File: src/logic/simd_defs.svh
// SIMD unit sizing
`ifndef SIMD_DEFS_SVH
`define SIMD_DEFS_SVH

// Full vector register width in bits
`define SIMD_VLEN 128

// Number of 64-bit functional lanes
`define SIMD_LANES 2

// Width of one lane in bits
`define SIMD_ELEN 64

// Multiply latency below SEW 64
`define SIMD_MUL_LAT 2

// Multiply latency at SEW 64, also the deepest in-flight distance
`define SIMD_MUL64_LAT 3

`endif

File: src/logic/simd_pkg.sv
// SIMD unit types
`include "simd_defs.svh"

package simd_pkg;

    // Element width
    typedef enum logic [1:0] {
        SEW_8  = 2'd0,
        SEW_16 = 2'd1,
        SEW_32 = 2'd2,
        SEW_64 = 2'd3
    } sew_t;

    typedef enum logic [3:0] {
        VADD    = 4'd0,
        VSUB    = 4'd1,
        VAND    = 4'd2,
        VXOR    = 4'd3,
        VSEQ    = 4'd4,
        VMUL    = 4'd5,
        VMV_X_S = 4'd6,  // Element 0 to scalar
        VEXT    = 4'd7,  // Element rs1 to scalar
        VCNT    = 4'd8   // Leading run of equal elements
    } vop_t;

    // Everything the writeback needs once the lanes are done
    typedef struct packed {
        vop_t                    op;
        sew_t                    sew;
        logic                    is_scalar;
        logic [4:0]              dest;
        logic [`SIMD_ELEN-1:0]   rs1;
        logic [`SIMD_VLEN-1:0]   vs2;
        logic [`SIMD_VLEN-1:0]   old_vd;
        logic [`SIMD_VLEN/8-1:0] vm;     // One bit per element
        logic [1:0]              lat;    // Cycles until completion
    } simd_desc_t;

endpackage

File: src/logic/simd_issue_if.sv
// SIMD issue channel
`include "simd_defs.svh"

interface simd_issue_if import simd_pkg::*; ();

    logic                  valid;
    simd_desc_t            desc;
    vop_t                  lane_op;   // Operation as the lanes see it
    sew_t                  lane_sew;
    logic [`SIMD_VLEN-1:0] src1;      // Already replicated in vx form
    logic [`SIMD_VLEN-1:0] src2;

    modport src (
        output valid, desc, lane_op, lane_sew, src1, src2
    );

    modport lane (
        input valid, lane_op, lane_sew, src1, src2
    );

    modport wb (
        input valid, desc
    );

endinterface

File: src/logic/simd_intake.sv
// SIMD instruction intake
`include "simd_defs.svh"

module simd_intake import simd_pkg::*; (
    input  logic                    clk_i,
    input  logic                    rstn_i,
    input  logic                    valid_i,
    input  vop_t                    op_i,
    input  sew_t                    sew_i,
    input  logic                    vx_form_i,
    input  logic [`SIMD_VLEN-1:0]   vs1_i,
    input  logic [`SIMD_VLEN-1:0]   vs2_i,
    input  logic [`SIMD_VLEN-1:0]   old_vd_i,
    input  logic [`SIMD_ELEN-1:0]   rs1_i,
    input  logic [`SIMD_VLEN/8-1:0] vm_i,
    input  logic [4:0]              dest_i,
    output logic                    ready_o,
    simd_issue_if.src               issue
);

    logic [1:0]            lat;
    logic                  accept;
    logic [2:0]            slot_q;   // Bit k set: a result lands k+1 edges ahead
    logic [2:0]            reserve;
    logic [5:0]            ew_mask;
    logic [`SIMD_VLEN-1:0] rs1_rep;

    always_comb begin
        if (op_i == VMUL) begin
            lat = (sew_i == SEW_64) ? 2'(`SIMD_MUL64_LAT) : 2'(`SIMD_MUL_LAT);
        end else begin
            lat = 2'd1;
        end
    end

    // Refuse when the completion slot is already claimed
    assign ready_o = ~slot_q[lat - 2'd1];
    assign accept  = valid_i & ready_o;
    assign reserve = accept ? (3'b001 << (lat - 2'd1)) : 3'b000;

    always_ff @(posedge clk_i or negedge rstn_i) begin
        if (!rstn_i) begin
            slot_q <= '0;
        end else begin
            slot_q <= (slot_q | reserve) >> 1;  // Slots move one edge closer
        end
    end

    // Scalar replicated at element width
    always_comb begin
        case (sew_i)
            SEW_8:   ew_mask = 6'h07;
            SEW_16:  ew_mask = 6'h0f;
            SEW_32:  ew_mask = 6'h1f;
            default: ew_mask = 6'h3f;
        endcase
        for (int b = 0; b < `SIMD_VLEN; b++) begin
            rs1_rep[b] = rs1_i[6'(b) & ew_mask];
        end
    end

    assign issue.valid    = accept;
    assign issue.lane_op  = (op_i == VCNT) ? VSEQ : op_i;  // Lanes supply the equality flags
    assign issue.lane_sew = sew_i;
    assign issue.src1     = vx_form_i ? rs1_rep : vs1_i;
    assign issue.src2     = vs2_i;

    always_comb begin
        issue.desc.op        = op_i;
        issue.desc.sew       = sew_i;
        issue.desc.is_scalar = (op_i == VMV_X_S) || (op_i == VEXT) || (op_i == VCNT);
        issue.desc.dest      = dest_i;
        issue.desc.rs1       = rs1_i;
        issue.desc.vs2       = vs2_i;
        issue.desc.old_vd    = old_vd_i;
        issue.desc.vm        = vm_i;
        issue.desc.lat       = lat;
    end

endmodule

File: src/flat_wrapper.sv
// flat-port wrapper written by rule: the top's interface ports become plain ports
module simd_intake_flat import simd_pkg::*;
  (clk_i, rstn_i, valid_i, op_i, sew_i, vx_form_i, vs1_i, vs2_i, old_vd_i, rs1_i, vm_i, dest_i, ready_o, issue_valid, issue_desc, issue_lane_op, issue_lane_sew, issue_src1, issue_src2);
  simd_issue_if issue_i ();
  input  logic clk_i;
  input  logic rstn_i;
  input  logic valid_i;
  input  vop_t op_i;
  input  sew_t sew_i;
  input  logic vx_form_i;
  input  logic [`SIMD_VLEN-1:0] vs1_i;
  input  logic [`SIMD_VLEN-1:0] vs2_i;
  input  logic [`SIMD_VLEN-1:0] old_vd_i;
  input  logic [`SIMD_ELEN-1:0] rs1_i;
  input  logic [`SIMD_VLEN/8-1:0] vm_i;
  input  logic [4:0] dest_i;
  output logic ready_o;
  output wire logic [$bits(issue_i.valid)-1:0] issue_valid;
  output wire logic [$bits(issue_i.desc)-1:0] issue_desc;
  output wire logic [$bits(issue_i.lane_op)-1:0] issue_lane_op;
  output wire logic [$bits(issue_i.lane_sew)-1:0] issue_lane_sew;
  output wire logic [$bits(issue_i.src1)-1:0] issue_src1;
  output wire logic [$bits(issue_i.src2)-1:0] issue_src2;
  assign issue_valid = issue_i.valid;
  assign issue_desc = issue_i.desc;
  assign issue_lane_op = issue_i.lane_op;
  assign issue_lane_sew = issue_i.lane_sew;
  assign issue_src1 = issue_i.src1;
  assign issue_src2 = issue_i.src2;
  simd_intake u_core (.clk_i(clk_i), .rstn_i(rstn_i), .valid_i(valid_i), .op_i(op_i), .sew_i(sew_i), .vx_form_i(vx_form_i), .vs1_i(vs1_i), .vs2_i(vs2_i), .old_vd_i(old_vd_i), .rs1_i(rs1_i), .vm_i(vm_i), .dest_i(dest_i), .ready_o(ready_o), .issue(issue_i));
endmodule
File: config.mk
export PLATFORM = sky130hd
export DESIGN_NAME = simd_intake_flat
export DESIGN_NICKNAME = d
export VERILOG_FILES = /design/src/logic/simd_pkg.sv /design/src/logic/simd_issue_if.sv /design/src/logic/simd_intake.sv /design/src/flat_wrapper.sv
export VERILOG_INCLUDE_DIRS = /design/src /design/src/logic
export SDC_FILE = /design/constraint.sdc
export NUM_CORES = 1
export LEC_CHECK = 0
export ABC_AREA = 1
export ABC_CLOCK_PERIOD_IN_PS = 3600
export BUFFER_PORTS_ARGS = -buffer_cell sky130_fd_sc_hd__buf_2
export CORE_AREA = 5 5 418 420
export CTS_CLUSTER_SIZE = 28
export DETAILED_ROUTE_END_ITERATION = 16
export DIE_AREA = 0 0 423 425
export PLACE_DENSITY = 0.3
export SLEW_MARGIN = 10
export SYNTH_ARGS = -nofsm -noshare
export SYNTH_HDL_FRONTEND = slang
export SYNTH_SLANG_ARGS = --single-unit
File: constraint.sdc
create_clock -name clk_i -period 3.6 [get_ports clk_i]
set_clock_uncertainty 0.15 [all_clocks]
set_input_delay 0.72 -clock clk_i [delete_from_list [all_inputs] [get_ports clk_i]]
set_output_delay 0.72 -clock clk_i [all_outputs]
set_load 0.01 [all_outputs]
### Word-level counts from Yosys, hierarchy flattened

Index checks and enable logic that the tools add are counted.

| storage, ports and cells | value |
|---|---|
| bits in registers | 2 |
| input bits | 479 |
| output and inout bits | 614 |
| word-level logic and storage cells | 214 |

| cells by class | value |
|---|---|
| shifts and indexed selects | 1 |
| equality and inequality tests | 7 |
| mux-type cells | 134 |
| bitwise gates (word level) | 3 |
| reductions and logical operators | 3 |
| add/subtract/negate cells | 1 |
| magnitude comparators | 64 |

Operators by type and width:

| cell | number |
|---|---|
| $lt A6 B7 Y1 const B | 32 |
| $mux W128 | 1 |
| $lt A5 B7 Y1 const B | 16 |
| $mux W1 | 71 |
| $bmux W1 S3 | 20 |
| $bmux W1 S4 | 15 |
| $lt A4 B7 Y1 const B | 8 |
| $bmux W1 S2 | 16 |
| $bmux W1 S5 | 6 |
| $lt A3 B7 Y1 const B | 4 |
| $pmux W6 S3 | 1 |
| $lt A2 B7 Y1 const B | 2 |
| $eq A4 B3 Y1 const B | 3 |
| $lt A1 B7 Y1 const B | 1 |
| $bmux W1 S6 | 1 |
| $eq A2 B2 Y1 const B | 2 |
| $eq A4 B4 Y1 const B | 1 |
| $mux W4 | 1 |
| $lt A2 B3 Y1 const B | 1 |
| $mux W3 | 1 |
| $or A2 B3 Y3 | 1 |
| $shl A1 B2 Y3 const A | 1 |
| $eq A2 B1 Y1 const B | 1 |
| $logic_not A2 Y1 | 1 |
| other kinds (5) | 6 |

### Longest topological paths before layout

| logic depth | value |
|---|---|
| depth in word-level cells | 10 |
| depth in mapped cells | 8 |
| gate-level depth less buffers | 7 |

### Worst setup path before layout

Ideal clock, no wire load.

| timing path | value |
|---|---|
| kind | input -> output |
| start point | input port vx_form_i |
| end point | output port issue_src1[116] |
| arrival | 1.472 ns |
| stages | 6 |
| path slack | 1.258 ns |
| path buffers | 2 |
| required time | 2.730 ns |
| cell sequence | buf_2 > inv_2 > clkbuf_1 > nor2_1 > o21ai_1 > nand2_1 |

| on the way | value |
|---|---|
| longest elaborated chain between the ends | 1 |

Ends and longest elaborated chain:

| what | line | source |
|---|---|---|
| start, declared | flat_wrapper.sv:10 | `input logic vx_form_i;` |
| $mux W128 | simd_intake.sv:65 | `assign issue.src1 = vx_form_i ? rs1_rep : vs1_i;` |
| end, declared | flat_wrapper.sv:22 | `output wire logic [$bits(issue_i.src1)-1:0] issue_src1;` |

Every way passes these cells.

### Worst setup path in the final report

| timing path | value |
|---|---|
| start point | input port sew_i[1] |
| end point | output port issue_src1[93] |

| on the way | value |
|---|---|
| longest elaborated chain between the ends | 5 |
| elaborated cells between the ends (all ways) | 7 |
| classes of those cells | eq/ne (2); mux (4); reduce/logical (1) |

Ends and longest elaborated chain:

| what | line | source |
|---|---|---|
| start, declared | flat_wrapper.sv:9 | `input sew_t sew_i;` |
| $eq A2 B2 Y1, or another cell as far along | simd_intake.sv:51 | `case (sew_i)` |
| $pmux W6 S3 (*) | simd_intake.sv:51 |  |
| $bmux W1 S4 (*) | simd_intake.sv:58 | `rs1_rep[b] = rs1_i[6'(b) & ew_mask];` |
| $mux W1 (implied by the code) (*) | simd_intake.sv:58 |  |
| $mux W128 (*) | simd_intake.sv:65 |  |

Mark *: on every way between the ends. The rest lies on a longest branch, timed or not. The select of a mux whose other input is x is not followed.

==> flow_summary.ini <==
[synth]
avgSynthCellArea_um2 = 5.80
ys_ff_latch = 2
synthDistinctLibCells = 21
synthCells = 1006
yosysSeqAreaShare_pct = 0.857
ys_warn_count = 0
synth_nets = 1485
syn_area_um2 = 5840

[layout]
multiInputGateArea_um2 = 1940
regMostFlops = u_core.slot_q
area_delta_synth_final_pct = 31.1
final_nets = 1445
fin_area_um2 = 7650
reg_top3 = u_core.slot_q (2)
ff_latch_area_um2 = 50.0
largest_register_ffs = 2
finalNonFillerCells = 3230
layout-drive-gt1-share_pct = 51.2
fillers = 20333

[critical_path]
cp-start-kind = input port
crit_type = in -> out
cp_max_fo = 6
slowest_stage = nand2_1
cp_common_cell = nand2_1
worstPathArrival_ns = 2.35
rr_endpoint = u_core.slot_q[0]
cp.required_ns = 2.73
critPathCaptureType = output pin
rr_startpoint = u_core.slot_q[1]
ff2ff_setup_slack_ns = 2.78
slowest_delay_ns = 0.47
crit_chain = buf_2, inv_2, nand2_2, buf_4, nand2_1, nand3_1, nand2_1, nand2_1, nand2_1, buf_2
r2r.worst_path.cells = 3

[job]
cap_violations = 0

[clock_tree]
cts-htree-levels = 1
ctsResizeCount = 0
clkLatencyLatePin_ns = 0.22
ctsRootBufferMaster = clkbuf_16
clock_path_buffers = 2
cts_buffers = 3
cts_tree = yes
clock-sinks = 2
ctsHoldBuffers = 0
cts_setup_buffers = 0
clk_pin_slew_ns = 0.03

[placed_design]
gp_congestion = 0.749
dp.cells = 3194
placed_area_um2 = 7500
dp_hpwl_mm = 102
port_buffers = 410

[global_routing]
grt_antenna_before_repair = 119
grt_pass1_wl_mm = 120
grt_usage_pct = 11.3
grt_pass1_vias = 5924
grt_max_degree = 68
grt-ovfl-total = 0

[detailed_routing]
drc = 0
ant_nets = 0
routed-wl-met3_mm = 25.0
wl_met2_mm = 50.9
wl_per_cell_um = 33.3
via_per_inst = 2.01
firstDrtPassIters = 5
routed_wl_mm = 108
met1_length_mm = 27.9
vias = 6480
highest_layer = met5
drt_iter0_markers = 466

[timing]
fmax_mhz = 311
fin_setup_tns_ns = 0
fin_crit_sh_pct = 89.3
worst_pin_slew_ns = 0.604
maxSlewViolCount = 0
finalHoldViolations = 0
slew_headroom_pct = 59.6
period_needed_ns = 3.22
rsz0062_at_grt = false
final-setup-viol-count = 0

[power_and_ir_drop]
p_int_mw = 0.506
clkPwrFrac_pct = 14.1
powerDensity_nw_per_um2 = 155
p_leak_nw = 3.47
net-switching-power_mw = 0.682
p_comb_share_pct = 84.0
max-vdd-ir-drop_v = 0.0000993
totalPowerFinal_mw = 1.19
swShare_pct = 57.4
pwr-share-seq_pct = 1.9

[die]
std_cell_rows = 152
die_h_um = 425
die_x_um = 423
start_util_pct = 3.42
coreArea_um2 = 171000
die-area_um2 = 180000
io_pins = 1093

[run_status]
status = finished, final reports clean

[hold_path]
hp-class = in -> async
==> layout make-up <==
type                       count  area share (%)
antenna                       33            1.08
sequential                     2           0.654
clock buffer                   3           0.981
multi-input combinational    467            25.3
tap                         2233            36.5
inverter                      28            1.44
timing repair buffer         464            34.0
==> routing by layer <==
layer | GRT usage, % | vias up
met2 | 19.1 | 824
met1 | 8.56 | 2761
met3 | 12.6 | 271
met5 | 0.995 | -
met4 | 2.07 | 102
li1 | - | 2522
==> cells in the mapped netlist <==
master | instances | area (um^2)
and2_4 | 8 | 70.1
dfrtp_1 | 2 | 50.1
buf_1 | 3 | 11.3
nor3_1 | 1 | 5.00
inv_1 | 25 | 93.8
and2_1 | 1 | 6.26
inv_2 | 3 | 11.3
clkbuf_1 | 7 | 26.3
buf_2 | 18 | 90.1
buf_4 | 478 | 3590
a21oi_1 | 8 | 40.0
o21ai_2 | 13 | 114
o21ai_0 | 11 | 55.1
buf_6 | 3 | 33.8
nand4_1 | 2 | 12.5
nand3_1 | 16 | 80.1
nand2_2 | 2 | 12.5
nand2_1 | 344 | 1290
nor2_4 | 1 | 11.3
nor2_1 | 52 | 195
o21ai_1 | 8 | 40.0
==> worst max-delay path by stage <==
stage / startpoint / to / slack [ns] / cells after the start
detailed placement: sew_i[1] / issue_src1[93] / 0.38 / 10
global route: sew_i[1] / issue_src1[93] / 0.27 / 10
finish: sew_i[1] / issue_src1[93] / 0.38 / 10
floorplan: vx_form_i / issue_src1[116] / 1.26 / 6
CTS: sew_i[1] / issue_src1[93] / 0.37 / 10
global placement: sew_i[1] / issue_src1[93] / 0.39 / 10
==> placed cells by master, fill, tap and decap left out <==
master,synthesis,layout
buf_2,18,406
nand2_4,0,1
nand4_1,2,2
nor2_1,52,52
and2_4,8,8
and2_1,1,1
o21ai_0,11,11
inv_2,3,2
nand3_1,16,16
dfrtp_1,2,2
clkbuf_16,0,3
buf_12,0,11
nor2_4,1,1
inv_6,0,1
o21ai_1,8,8
nor3_1,1,1
buf_4,478,47
o21ai_2,13,13
nand2_1,344,344
a21oi_1,8,8
diode_2,0,33
nand2_2,2,1
inv_1,25,25
==> per-stage QoR <==
step                setup slack, ns  util [%]  hold WS (ns)
floorplan                      1.26         -         0.274
global placement              0.387      4.39         0.310
detailed placement            0.381      4.39         0.322
CTS                           0.370      4.44         0.140
global route                  0.269      4.46         0.141
finish                        0.384      4.49         0.137
==> critical path: cells and delay by family <==
kind / cells / cell delay, ns
simple gates: 6 / 0.96
buf+inv: 4 / 0.64
==> power groups by stage <==
stage,combinational (mW),clock (mW),sequential (mW)
global placement,1.06,0,0.0232
finish,0.997,0.167,0.0230
detailed placement,1.06,0,0.0232
CTS,1.06,0.168,0.0230
floorplan,0.852,0,0.0232
global route,1.08,0.172,0.0230
==> cell families (layout without fill, tap and decap cells) <==
logic type / count (synthesis) / after routing / synth area share, %
flip-flops: 2 / 2 / 0.857
buffers and inverters: 537 / 495 / 66.0
AO/OA/AOI/OAI: 40 / 40 / 4.26
AND/OR/NAND/NOR: 427 / 427 / 28.8
other: 0 / 33 / 0
Note: power is estimated with default switching activity, not from simulation.
