[src/logic/simd_defs.svh]
// SIMD unit sizing
`ifndef SIMD_DEFS_SVH
`define SIMD_DEFS_SVH

// Full vector register width in bits
`define SIMD_VLEN 128

// Number of 64-bit functional lanes
`define SIMD_LANES 2

// Width of one lane in bits
`define SIMD_ELEN 64

// Multiply latency below SEW 64
`define SIMD_MUL_LAT 2

// Multiply latency at SEW 64, also the deepest in-flight distance
`define SIMD_MUL64_LAT 3

`endif

[src/logic/simd_pkg.sv]
// SIMD unit types
`include "simd_defs.svh"

package simd_pkg;

    // Element width
    typedef enum logic [1:0] {
        SEW_8  = 2'd0,
        SEW_16 = 2'd1,
        SEW_32 = 2'd2,
        SEW_64 = 2'd3
    } sew_t;

    typedef enum logic [3:0] {
        VADD    = 4'd0,
        VSUB    = 4'd1,
        VAND    = 4'd2,
        VXOR    = 4'd3,
        VSEQ    = 4'd4,
        VMUL    = 4'd5,
        VMV_X_S = 4'd6,  // Element 0 to scalar
        VEXT    = 4'd7,  // Element rs1 to scalar
        VCNT    = 4'd8   // Leading run of equal elements
    } vop_t;

    // Everything the writeback needs once the lanes are done
    typedef struct packed {
        vop_t                    op;
        sew_t                    sew;
        logic                    is_scalar;
        logic [4:0]              dest;
        logic [`SIMD_ELEN-1:0]   rs1;
        logic [`SIMD_VLEN-1:0]   vs2;
        logic [`SIMD_VLEN-1:0]   old_vd;
        logic [`SIMD_VLEN/8-1:0] vm;     // One bit per element
        logic [1:0]              lat;    // Cycles until completion
    } simd_desc_t;

endpackage

[src/logic/simd_issue_if.sv]
// SIMD issue channel
`include "simd_defs.svh"

interface simd_issue_if import simd_pkg::*; ();

    logic                  valid;
    simd_desc_t            desc;
    vop_t                  lane_op;   // Operation as the lanes see it
    sew_t                  lane_sew;
    logic [`SIMD_VLEN-1:0] src1;      // Already replicated in vx form
    logic [`SIMD_VLEN-1:0] src2;

    modport src (
        output valid, desc, lane_op, lane_sew, src1, src2
    );

    modport lane (
        input valid, lane_op, lane_sew, src1, src2
    );

    modport wb (
        input valid, desc
    );

endinterface

[src/logic/simd_writeback.sv]
// SIMD result writeback
`include "simd_defs.svh"

module simd_writeback import simd_pkg::*; (
    input  logic                                   clk_i,
    input  logic                                   rstn_i,
    simd_issue_if.wb                               issue,
    input  logic [`SIMD_LANES-1:0][`SIMD_ELEN-1:0] lane_result_i,
    input  logic [`SIMD_LANES-1:0]                 lane_valid_i,
    output logic                                   vec_valid_o,
    output logic [`SIMD_VLEN-1:0]                  vd_o,
    output logic [4:0]                             vec_dest_o,
    output logic                                   scalar_valid_o,
    output logic [`SIMD_ELEN-1:0]                  rd_result_o,
    output logic [4:0]                             scalar_dest_o
);

    localparam int DEPTH = `SIMD_MUL64_LAT;
    localparam int VLEN  = `SIMD_VLEN;

    simd_desc_t            dl_q [DEPTH];
    logic [DEPTH-1:0]      dl_valid_q;
    simd_desc_t            cur;
    logic                  hit;
    logic                  done;
    logic [VLEN-1:0]       fu_vd;

    // Descriptor delay line, entry k holds what was accepted k+1 edges ago
    always_ff @(posedge clk_i or negedge rstn_i) begin
        if (!rstn_i) begin
            dl_valid_q <= '0;
        end else begin
            dl_valid_q <= {dl_valid_q[DEPTH-2:0], issue.valid};
        end
    end

    always_ff @(posedge clk_i) begin
        dl_q[0] <= issue.desc;
        for (int k = 1; k < DEPTH; k++) begin
            dl_q[k] <= dl_q[k-1];
        end
    end

    // Pick the entry whose latency has just run out
    always_comb begin
        hit = 1'b0;
        cur = dl_q[0];
        for (int k = 0; k < DEPTH; k++) begin
            if (dl_valid_q[k] && (dl_q[k].lat == 2'(k + 1))) begin
                hit = 1'b1;
                cur = dl_q[k];
            end
        end
    end

    assign done  = hit & (&lane_valid_i);
    assign fu_vd = lane_result_i;

    // Masked elements keep the old destination value
    always_comb begin
        for (int b = 0; b < VLEN; b++) begin
            vd_o[b] = cur.vm[b >> (3 + int'(cur.sew))] ? fu_vd[b] : cur.old_vd[b];
        end
    end

    always_comb begin
        int   ew;
        int   ecount;
        int   base;
        logic run;

        ew          = 8 << cur.sew;
        ecount      = VLEN / ew;
        base        = (cur.op == VEXT) ? int'(cur.rs1[3:0]) * ew : 0;
        run         = 1'b1;
        rd_result_o = '0;
        case (cur.op)
            VMV_X_S, VEXT: begin
                // Out of range index reads as zero
                if (cur.op != VEXT || cur.rs1 < 64'(ecount)) begin
                    for (int b = 0; b < `SIMD_ELEN; b++) begin
                        if (b < ew) begin
                            rd_result_o[b] = cur.vs2[base + b];
                        end
                    end
                end
            end
            VCNT: begin
                for (int i = 0; i < VLEN / 8; i++) begin
                    if (i < ecount) begin
                        if (run && fu_vd[i * ew]) begin
                            rd_result_o = rd_result_o + 1'b1;
                        end else begin
                            run = 1'b0;  // Run ends at the first mismatch
                        end
                    end
                end
            end
            default: rd_result_o = '0;
        endcase
    end

    assign vec_valid_o    = done & ~cur.is_scalar;
    assign vec_dest_o     = cur.dest;
    assign scalar_valid_o = done & cur.is_scalar;
    assign scalar_dest_o  = cur.dest;

endmodule

[src/flat_wrapper.sv]
// flat-port wrapper written by rule: the top's interface ports become plain ports
module simd_writeback_flat import simd_pkg::*;
  (clk_i, rstn_i, lane_result_i, lane_valid_i, vec_valid_o, vd_o, vec_dest_o, scalar_valid_o, rd_result_o, scalar_dest_o, issue_valid, issue_desc);
  simd_issue_if issue_i ();
  input  logic clk_i;
  input  logic rstn_i;
  input  logic [`SIMD_LANES-1:0][`SIMD_ELEN-1:0] lane_result_i;
  input  logic [`SIMD_LANES-1:0] lane_valid_i;
  output logic vec_valid_o;
  output logic [`SIMD_VLEN-1:0] vd_o;
  output logic [4:0] vec_dest_o;
  output logic scalar_valid_o;
  output logic [`SIMD_ELEN-1:0] rd_result_o;
  output logic [4:0] scalar_dest_o;
  input wire logic [$bits(issue_i.valid)-1:0] issue_valid;
  input wire logic [$bits(issue_i.desc)-1:0] issue_desc;
  assign issue_i.valid = issue_valid;
  assign issue_i.desc = issue_desc;
  simd_writeback u_core (.clk_i(clk_i), .rstn_i(rstn_i), .issue(issue_i), .lane_result_i(lane_result_i), .lane_valid_i(lane_valid_i), .vec_valid_o(vec_valid_o), .vd_o(vd_o), .vec_dest_o(vec_dest_o), .scalar_valid_o(scalar_valid_o), .rd_result_o(rd_result_o), .scalar_dest_o(scalar_dest_o));
endmodule
[config.mk]
export PLATFORM = sky130hd
export DESIGN_NAME = simd_writeback_flat
export DESIGN_NICKNAME = d
export VERILOG_FILES = /design/src/logic/simd_pkg.sv /design/src/logic/simd_issue_if.sv /design/src/logic/simd_writeback.sv /design/src/flat_wrapper.sv
export VERILOG_INCLUDE_DIRS = /design/src /design/src/logic
export SDC_FILE = /design/constraint.sdc
export NUM_CORES = 2
export LEC_CHECK = 0
export ABC_CLOCK_PERIOD_IN_PS = 49500
export BUFFER_PORTS_ARGS = -buffer_cell sky130_fd_sc_hd__buf_2
export CAP_MARGIN = 20
export CORE_ASPECT_RATIO = 0.6
export CORE_MARGIN = 8
export CORE_UTILIZATION = 37
export CTS_BUF_LIST = sky130_fd_sc_hd__clkbuf_2 sky130_fd_sc_hd__clkbuf_4 sky130_fd_sc_hd__clkbuf_8
export DETAILED_ROUTE_END_ITERATION = 8
export PLACE_DENSITY = 0.57
export SETUP_SLACK_MARGIN = 0.5
export SLEW_MARGIN = 5
export SYNTH_ARGS = -nofsm -noshare
export SYNTH_HDL_FRONTEND = slang
export SYNTH_SLANG_ARGS = --single-unit
[constraint.sdc]
create_clock -name clk_i -period 49.5 [get_ports clk_i]
set_input_delay 14.85 -clock clk_i [delete_from_list [all_inputs] [get_ports clk_i]]
set_output_delay 14.85 -clock clk_i [all_outputs]
set_load 0.05 [all_outputs]
# Yosys cells after proc, flatten, opt, wreduce, memory -nomap -nowiden
# Memory sizes are Yosys's and may differ from the RTL's.
# Index checks and enable logic that the tools add are counted.
# word_totals
mem_bits_rw,1050
inputBits,483
regBits,3
mem_count,1
out_inout_bits,204
# op_classes
multipliers,12
n_bitwise,4
div_mod_pow,1
n_lt_le_gt_ge,288
addsub,79
n_mux,913
n_shift,129
reduce_logical,21
eq_ne,7
# mem_list
name,words,width,read_ports,rd_clocked_by_memory_dff,wr,line_no,rtl
u_core.dl_q,3,350,3,0,3,simd_writeback.sv:21,simd_desc_t dl_q [DEPTH];
# op_table
operator,count
"32-bit by 6-bit less-than comparator with 1-bit output, second input constant",128
64-bit 2-to-1 mux,47
"32-bit by 9-bit less-than comparator with 1-bit output, second input constant",79
"7-bit by 32-bit right shift with 32-bit output, first input constant",64
"32-bit by 7-bit adder with 32-bit output, second input constant",32
"7-bit by 32-bit less-than comparator with 1-bit output, first input constant",32
"6-bit by 32-bit right shift with 32-bit output, first input constant",32
"64-bit by 1-bit adder with 64-bit output, second input constant",15
350-bit 2-to-1 mux,2
1-bit 2-to-1 mux,655
1-bit binary-select mux with 4-bit select,129
"32-bit by 6-bit adder with 32-bit output, second input constant",16
"5-bit by 32-bit less-than comparator with 1-bit output, first input constant",16
"6-bit by 32-bit less-than comparator with 1-bit output, first input constant",16
"5-bit by 32-bit right shift with 32-bit output, first input constant",16
1-bit binary-select mux with 7-bit select,72
"32-bit by 5-bit adder with 32-bit output, second input constant",8
"4-bit by 32-bit less-than comparator with 1-bit output, first input constant",8
"4-bit by 32-bit right shift with 32-bit output, first input constant",8
"32-bit by 4-bit adder with 32-bit output, second input constant",4
"3-bit by 32-bit less-than comparator with 1-bit output, first input constant",4
"5-bit by 32-bit multiplier with 32-bit output, first input constant",4
64-bit case mux with 2 select lines,1
"3-bit by 32-bit right shift with 32-bit output, first input constant",4
other kinds (30),62

# Logic depth before layout (Yosys ltp)
# An unclocked memory read counts as a cell.
# depth
depth_word,70
ltp_mapped,64
ltp_nobuf,59

# Worst setup path before layout
# OpenSTA, ideal clock, no wires.
# synth_path
kind,input-to-output
start,input port lane_result_i[0] in the netlist's numbering
end,output port rd_result_o[7]
path_slack_ns,9.022
t_required_ns,34.650
t_arrival_ns,25.628
cell_stages,53
path_cell_list,clkbuf_1 -> mux2i_1 -> mux4_2 -> nor2_1 -> a21oi_1 -> nor2_1 -> ha_1 -> nand2_1 -> inv_1 -> ha_1 -> nand2_1 -> o21ai_0 -> ha_1 -> mux2i_1 -> mux2_2 -> inv_1 -> ha_1 -> nand2_1 -> (+17 left out) -> ha_1 -> nand2_1 -> nand2b_1 -> ha_1 -> mux2_2 -> a21o_1 -> ha_1 -> mux2_2 -> ha_1 -> mux2_2 -> ha_1 -> nand2_1 -> xnor2_1 -> nand2_1 -> o21ai_0 -> nand4b_1 -> or3_1 -> o31ai_1
# synth_via
elab_chain_len,63
word_cells_on_any_way,168
classes_between,add/sub: 15; mux: 138; reduce/logical: 15
# synth_lines
item,line_no,rtl
from (decl),flat_wrapper.sv:7,input logic [`SIMD_LANES-1:0][`SIMD_ELEN-1:0] lane_result_i;
1-bit 2-to-1 mux or 1-bit binary-select mux with 7-bit select (tied branches),simd_writeback.sv:91,if (run && fu_vd[i * ew]) begin
64-bit 2-to-1 mux (tied with other cells),simd_writeback.sv:90,if (i < ecount) begin
64-bit 2-to-1 mux (tied with other cells),simd_writeback.sv:77,case (cur.op)
64-bit by 1-bit adder with 64-bit output or 1-bit logical AND (tied branches),"simd_writeback.sv:92, simd_writeback.sv:91",
64-bit 2-to-1 mux or 1-bit 2-to-1 mux (tied branches),simd_writeback.sv:91,
64-bit 2-to-1 mux or 1-bit 2-to-1 mux (tied branches),simd_writeback.sv:90,
64-bit 2-to-1 mux or 1-bit 2-to-1 mux (tied branches),simd_writeback.sv:77,
64-bit by 1-bit adder with 64-bit output or 1-bit logical AND (tied branches),"simd_writeback.sv:92, simd_writeback.sv:91",
(+47 left out),n/a,
64-bit by 1-bit adder with 64-bit output or 1-bit logical AND (tied branches),"simd_writeback.sv:92, simd_writeback.sv:91",
64-bit 2-to-1 mux or 1-bit 2-to-1 mux (tied branches),simd_writeback.sv:91,
64-bit 2-to-1 mux or 1-bit 2-to-1 mux (tied branches),simd_writeback.sv:90,
64-bit 2-to-1 mux or 1-bit 2-to-1 mux (tied branches),simd_writeback.sv:77,
64-bit by 1-bit adder with 64-bit output or 1-bit logical AND (tied branches),"simd_writeback.sv:92, simd_writeback.sv:91",
64-bit 2-to-1 mux,simd_writeback.sv:91,
64-bit 2-to-1 mux *,simd_writeback.sv:90,
64-bit case mux with 2 select lines *,simd_writeback.sv:77,
to (decl),flat_wrapper.sv:13,output logic [`SIMD_ELEN-1:0] rd_result_o;
# Mark *: on every way between the ends. The rest lies on a longest branch, timed or not. The select of a mux whose other input is x is not followed.

# Worst setup path after layout
# layout_path
start,input port lane_result_i[0] in the netlist's numbering
end,output port rd_result_o[5]
# Same word-level chain as after synthesis.

==> metrics.sh <==
OUTCOME='finished clean'
CP-START-KIND='primary input'
GRT_OVF=0
TRITONCTS.NUM_BUFFERS=153
TRITONCTS_CLOCK_TREE='yes'
CORE_REGION_AREA_SQ_MM=0.109
POWER.LEAKAGE_nW=22.1
GRT_ANTENNA_BEFORE_REPAIR=38
VIASPERCELL=5.05
HOLDCRITPATHCLASS='reg2reg'
SYN-INSTANCE-COUNT=4423
CLK_PIN_SLEW_NS=0.10
MULTI_INPUT_AREA_SQ_MM=0.0180
NUMBER_OF_FLOPS_MAPPED_TO_ENABLE_CELLS_BY_YOSYS=0
PLACEMENT.SETUP.WORST_SLACK_NS=8.43
CTS.HTREE.LEVELS=4
PLACE.PORT_BUFFERS=686
LAUNCH_INSTANCE_OF_THE_WORST_MIN_DELAY_PATH='u_core.dl_q[0][50]'
CLK_LATENCY_NS=0.87
WIRELENGTH_MICRONS=139000
VDD.IR_DROP.WORST_mV=0.0261
SYNTH_TOP_FLOP_CELL='dfxtp_1'
UNREPAIRED_SETUP_ENDPOINTS_AFTER_GLOBAL_ROUTING='no'
WORST_CLOCK_SKEW_NS=0.0384
WORSTMARGINPINSLEW_NS=1.15
POSTLAYOUTSETUPSLACKWORST_NS=8.31
IO_PINS=687
CLK_PATH_BUF_DEPTH=3
MAPPEDNETLISTAREA_SQ_MM=0.0408
WHS_PATH_DEPTH=0
DRT-WIRELENGTH-PER-CELL_MICRONS=20.9
POST_CTS_RESIZED=0
HOLD_END='u_core.dl_q[0][400]'
NETLIST-CELL-TYPE-COUNT=96
DRTPASS1ITERATIONS=6
COUNT_OF_NETS_AFTER_FINISHING=5629
CTS_ROOT_BUFFER_TYPE='clkbuf_8'
SYNTH_FP_NETS=5008
SYNTH_TOP_CELLS_BY_COUNT='dfxtp_1, nand2_1, nor2_1'
FLIP_FLOP_AND_LATCH_AREA_SQ_MM=0.0211
PLACE.DETAILED.INSTANCES=6376
ROWS=94
FLOORPLAN.INITIALDENSITY_PCT=37.3
DIE_W_MICRONS=445
BUSIEST_LAYER='met1'
WORST_PATH_FANOUT_MAX=9
GRT_PASS1_WL_MICRONS=203000
POST-SYNTH-TOP-AREA-CELL='dfxtp_1'
WORST_EP_REQUIRED_TIME_NS=34.65
GLOBAL_ROUTE.USAGE.MET1_PCT=31.8
GLOBALROUTEMET3UTIL_PCT=6.11
WORST_EP_ARRIVAL_TIME_NS=26.34
DP_HPWL_MICRONS=103000
SYNTH-WARNING-COUNT=8
WORST_SETUP_PATH_TYPE='in2out'
SEQ_AREA_FRAC_SYNTH_PCT=51.7
LAYOUT_WORST_PATH_CYCLE_SHARE_PCT=83.2
FIN_TNS_SETUP_NS=0
CAP_VIOLATIONS=0
LAYOUT-AREA-OVERHEAD-VS-SYNTH_PCT=20.3
DRT_FIRST_ITER_VIOLATIONS=2790
WORST_PATH_MOST_REPEATED_CELL='ha_1'
R2R_END='u_core.dl_valid_q[2]'
ROUTABILITYCONGESTION=0.944
POST-SYNTH-TOP-AREA-FRACTION_PCT=51.5
GR-USAGE-ALL-LAYERS_PCT=21.7
Y_DIMENSION_OF_THE_DIE_MICRONS=273
SYNTHARSTFLOPSHARE_PCT=0.285
SETUP.REG_TO_REG.WORST_SLACK_NS=48.92
SYNTH_AREA_LEADERS='dfxtp_1, nand2_1, mux2i_1, a21oi_1, mux4_2'
FIRST_GLOBAL_VIAS=31435
POSTSYNTHREGISTERBITS=1053
FINAL_CELL_COUNT_NO_FILL=6671
VIAS_AFTER_DETAILED_ROUTING=33714
SETUP_VIOL=0
FINAL.MIN_CLOCK_PERIOD_NS=41.19
POST-SYNTH-TOP-COUNT-CELL='dfxtp_1'
DRIVE_ABOVE_1_SHARE_PCT=23.2
GRT_MAX_DEGREE=163
WORST-R2R-CELL-COUNT=0
REPORT.FINAL.SLEW_VIOL_COUNT=0
HOLDWS_NS=0.322
WORST_SETUP_END_KIND='output pin'
FINALHOLDVIOLCOUNT=0
CELLPOWERDENSITY_mW_PER_MM2=43.4
GLOBALROUTEMET2UTIL_PCT=31.3
CTS_HOLD_REPAIR.BUFFERS=0
CLOCK_SINK_COUNT=1053
DRCVIOLATIONCOUNT=0
CTS_POST_SETUP_BUFFERS_INSERTED=0
DIE_AREA_SQ_MM=0.122
MAXSLEWHEADROOM_PCT=23.4
MAXIMUM_ACHIEVABLE_FREQUENCY_GHz=0.0243
CRIT_SLOWEST_CELL='mux4_2'
NFILLCELLS=10676
WORST_R2R_STARTPOINT='u_core.dl_valid_q[1]'
SLOWEST_DELAY_NS=0.57
POST_SYNTH.CELL_AREA_AVG_SQ_UM=9.23
DRTANTENNAVIOLNETS=0
## per-stage QoR
stage	power, mW	utilization (%)	area [sq um]
global placement	1.37	41.7	45600
detailed placement	1.38	41.7	45600
finish	2.13	44.9	49100
global route	2.23	44.9	49100
floorplan	1.23	-	40800
CTS	2.15	44.8	49100
## final cells by class
cell class,instances,area share [%]
Antenna cell,16,0.0815
Timing Repair Buffer,746,7.95
Tap cell,1488,3.79
Clock buffer,235,6.06
Sequential cell,1053,42.9
Inverter,202,1.55
Multi-Input combinational cell,2888,36.6
Clock inverter,43,1.00
## layer usage
metal / share of wire, % / wire, microns / vias up
li1: - / - / 16445
met1: 48 / 66600 / 15927
met2: 42 / 59000 / 1143
met3: 8.0 / 11200 / 185
met4: 1.8 / 2470 / 14
met5: 0.066 / 92 / -
## state kept, by name (all words and copies together), names as in the netlist
name               flops
u_core.dl_valid_q      3
u_core.dl_q         1050
## power breakdown
group	switching (mW)	internal, mW
clock	0.349	0.422
sequential	0.0181	0.894
combinational	0.311	0.139
total	0.677	1.46
## kinds of logic (layout without fill, tap and decap cells)
group	count (synthesis)	after routing	synth area share, %
and+or+nand+nor	1446	1446	14.8
DFF	1053	1053	51.7
AOI/OAI and AO/OA	946	946	13.9
buffers and inverters	482	1226	4.55
muxes	322	322	9.98
adders and majority gates	102	102	3.13
xor gates and xnor gates	72	72	1.96
other	0	16	0
## cells in the final DEF, fill, tap and decap left out, types with 6 or more instances in the layout
cell type / synthesis / routed
a211oi_1: 40 / 40
a21o_1: 18 / 18
a21oi_1: 324 / 323
a31oi_1: 155 / 154
and2_1: 18 / 18
and3_1: 26 / 25
buf_2: 6 / 686
buf_4: 5 / 57
bufinv_16: 0 / 6
clkbuf_4: 0 / 42
clkbuf_8: 0 / 194
clkinv_2: 0 / 22
dfxtp_1: 1050 / 1050
diode_2: 0 / 16
ha_1: 102 / 100
inv_1: 195 / 195
inv_12: 0 / 6
mux2_2: 58 / 58
mux2i_1: 200 / 200
mux4_2: 61 / 61
nand2_1: 824 / 823
nand2b_1: 16 / 16
nand3_1: 135 / 133
nand4_1: 18 / 18
nor2_1: 328 / 328
nor2b_1: 20 / 19
nor3_1: 14 / 14
o211ai_1: 133 / 133
o21ai_0: 190 / 190
o21ai_1: 11 / 10
o22ai_1: 17 / 17
or3_1: 10 / 10
xnor2_1: 36 / 33
xnor2_2: 6 / 9
xor2_1: 20 / 20
## critical path: cells and delay by family
| kind | cells | cell delay (ns) |
|---|---|---|
| xor gates and xnor gates | 3 | 0.62 |
| and+or+nand+nor | 19 | 2.96 |
| adders and majority gates | 13 | 3.81 |
| AOI/OAI and AO/OA | 7 | 1.10 |
| muxes | 10 | 2.26 |
| buffers and inverters | 4 | 0.71 |
## worst max path at each step
stage | start | end | depth (start not counted)
6_report | lane_result_i[0] | rd_result_o[5] | 56
5_1_grt | lane_result_i[0] | rd_result_o[5] | 56
4_1_cts | lane_result_i[0] | rd_result_o[5] | 56
3_5_place_dp | lane_result_i[0] | rd_result_o[5] | 56
3_3_place_gp | lane_result_i[0] | rd_result_o[5] | 55
2_1_floorplan | lane_result_i[0] | rd_result_o[7] | 53
No activity file was read; power rests on OpenSTA's default activity.
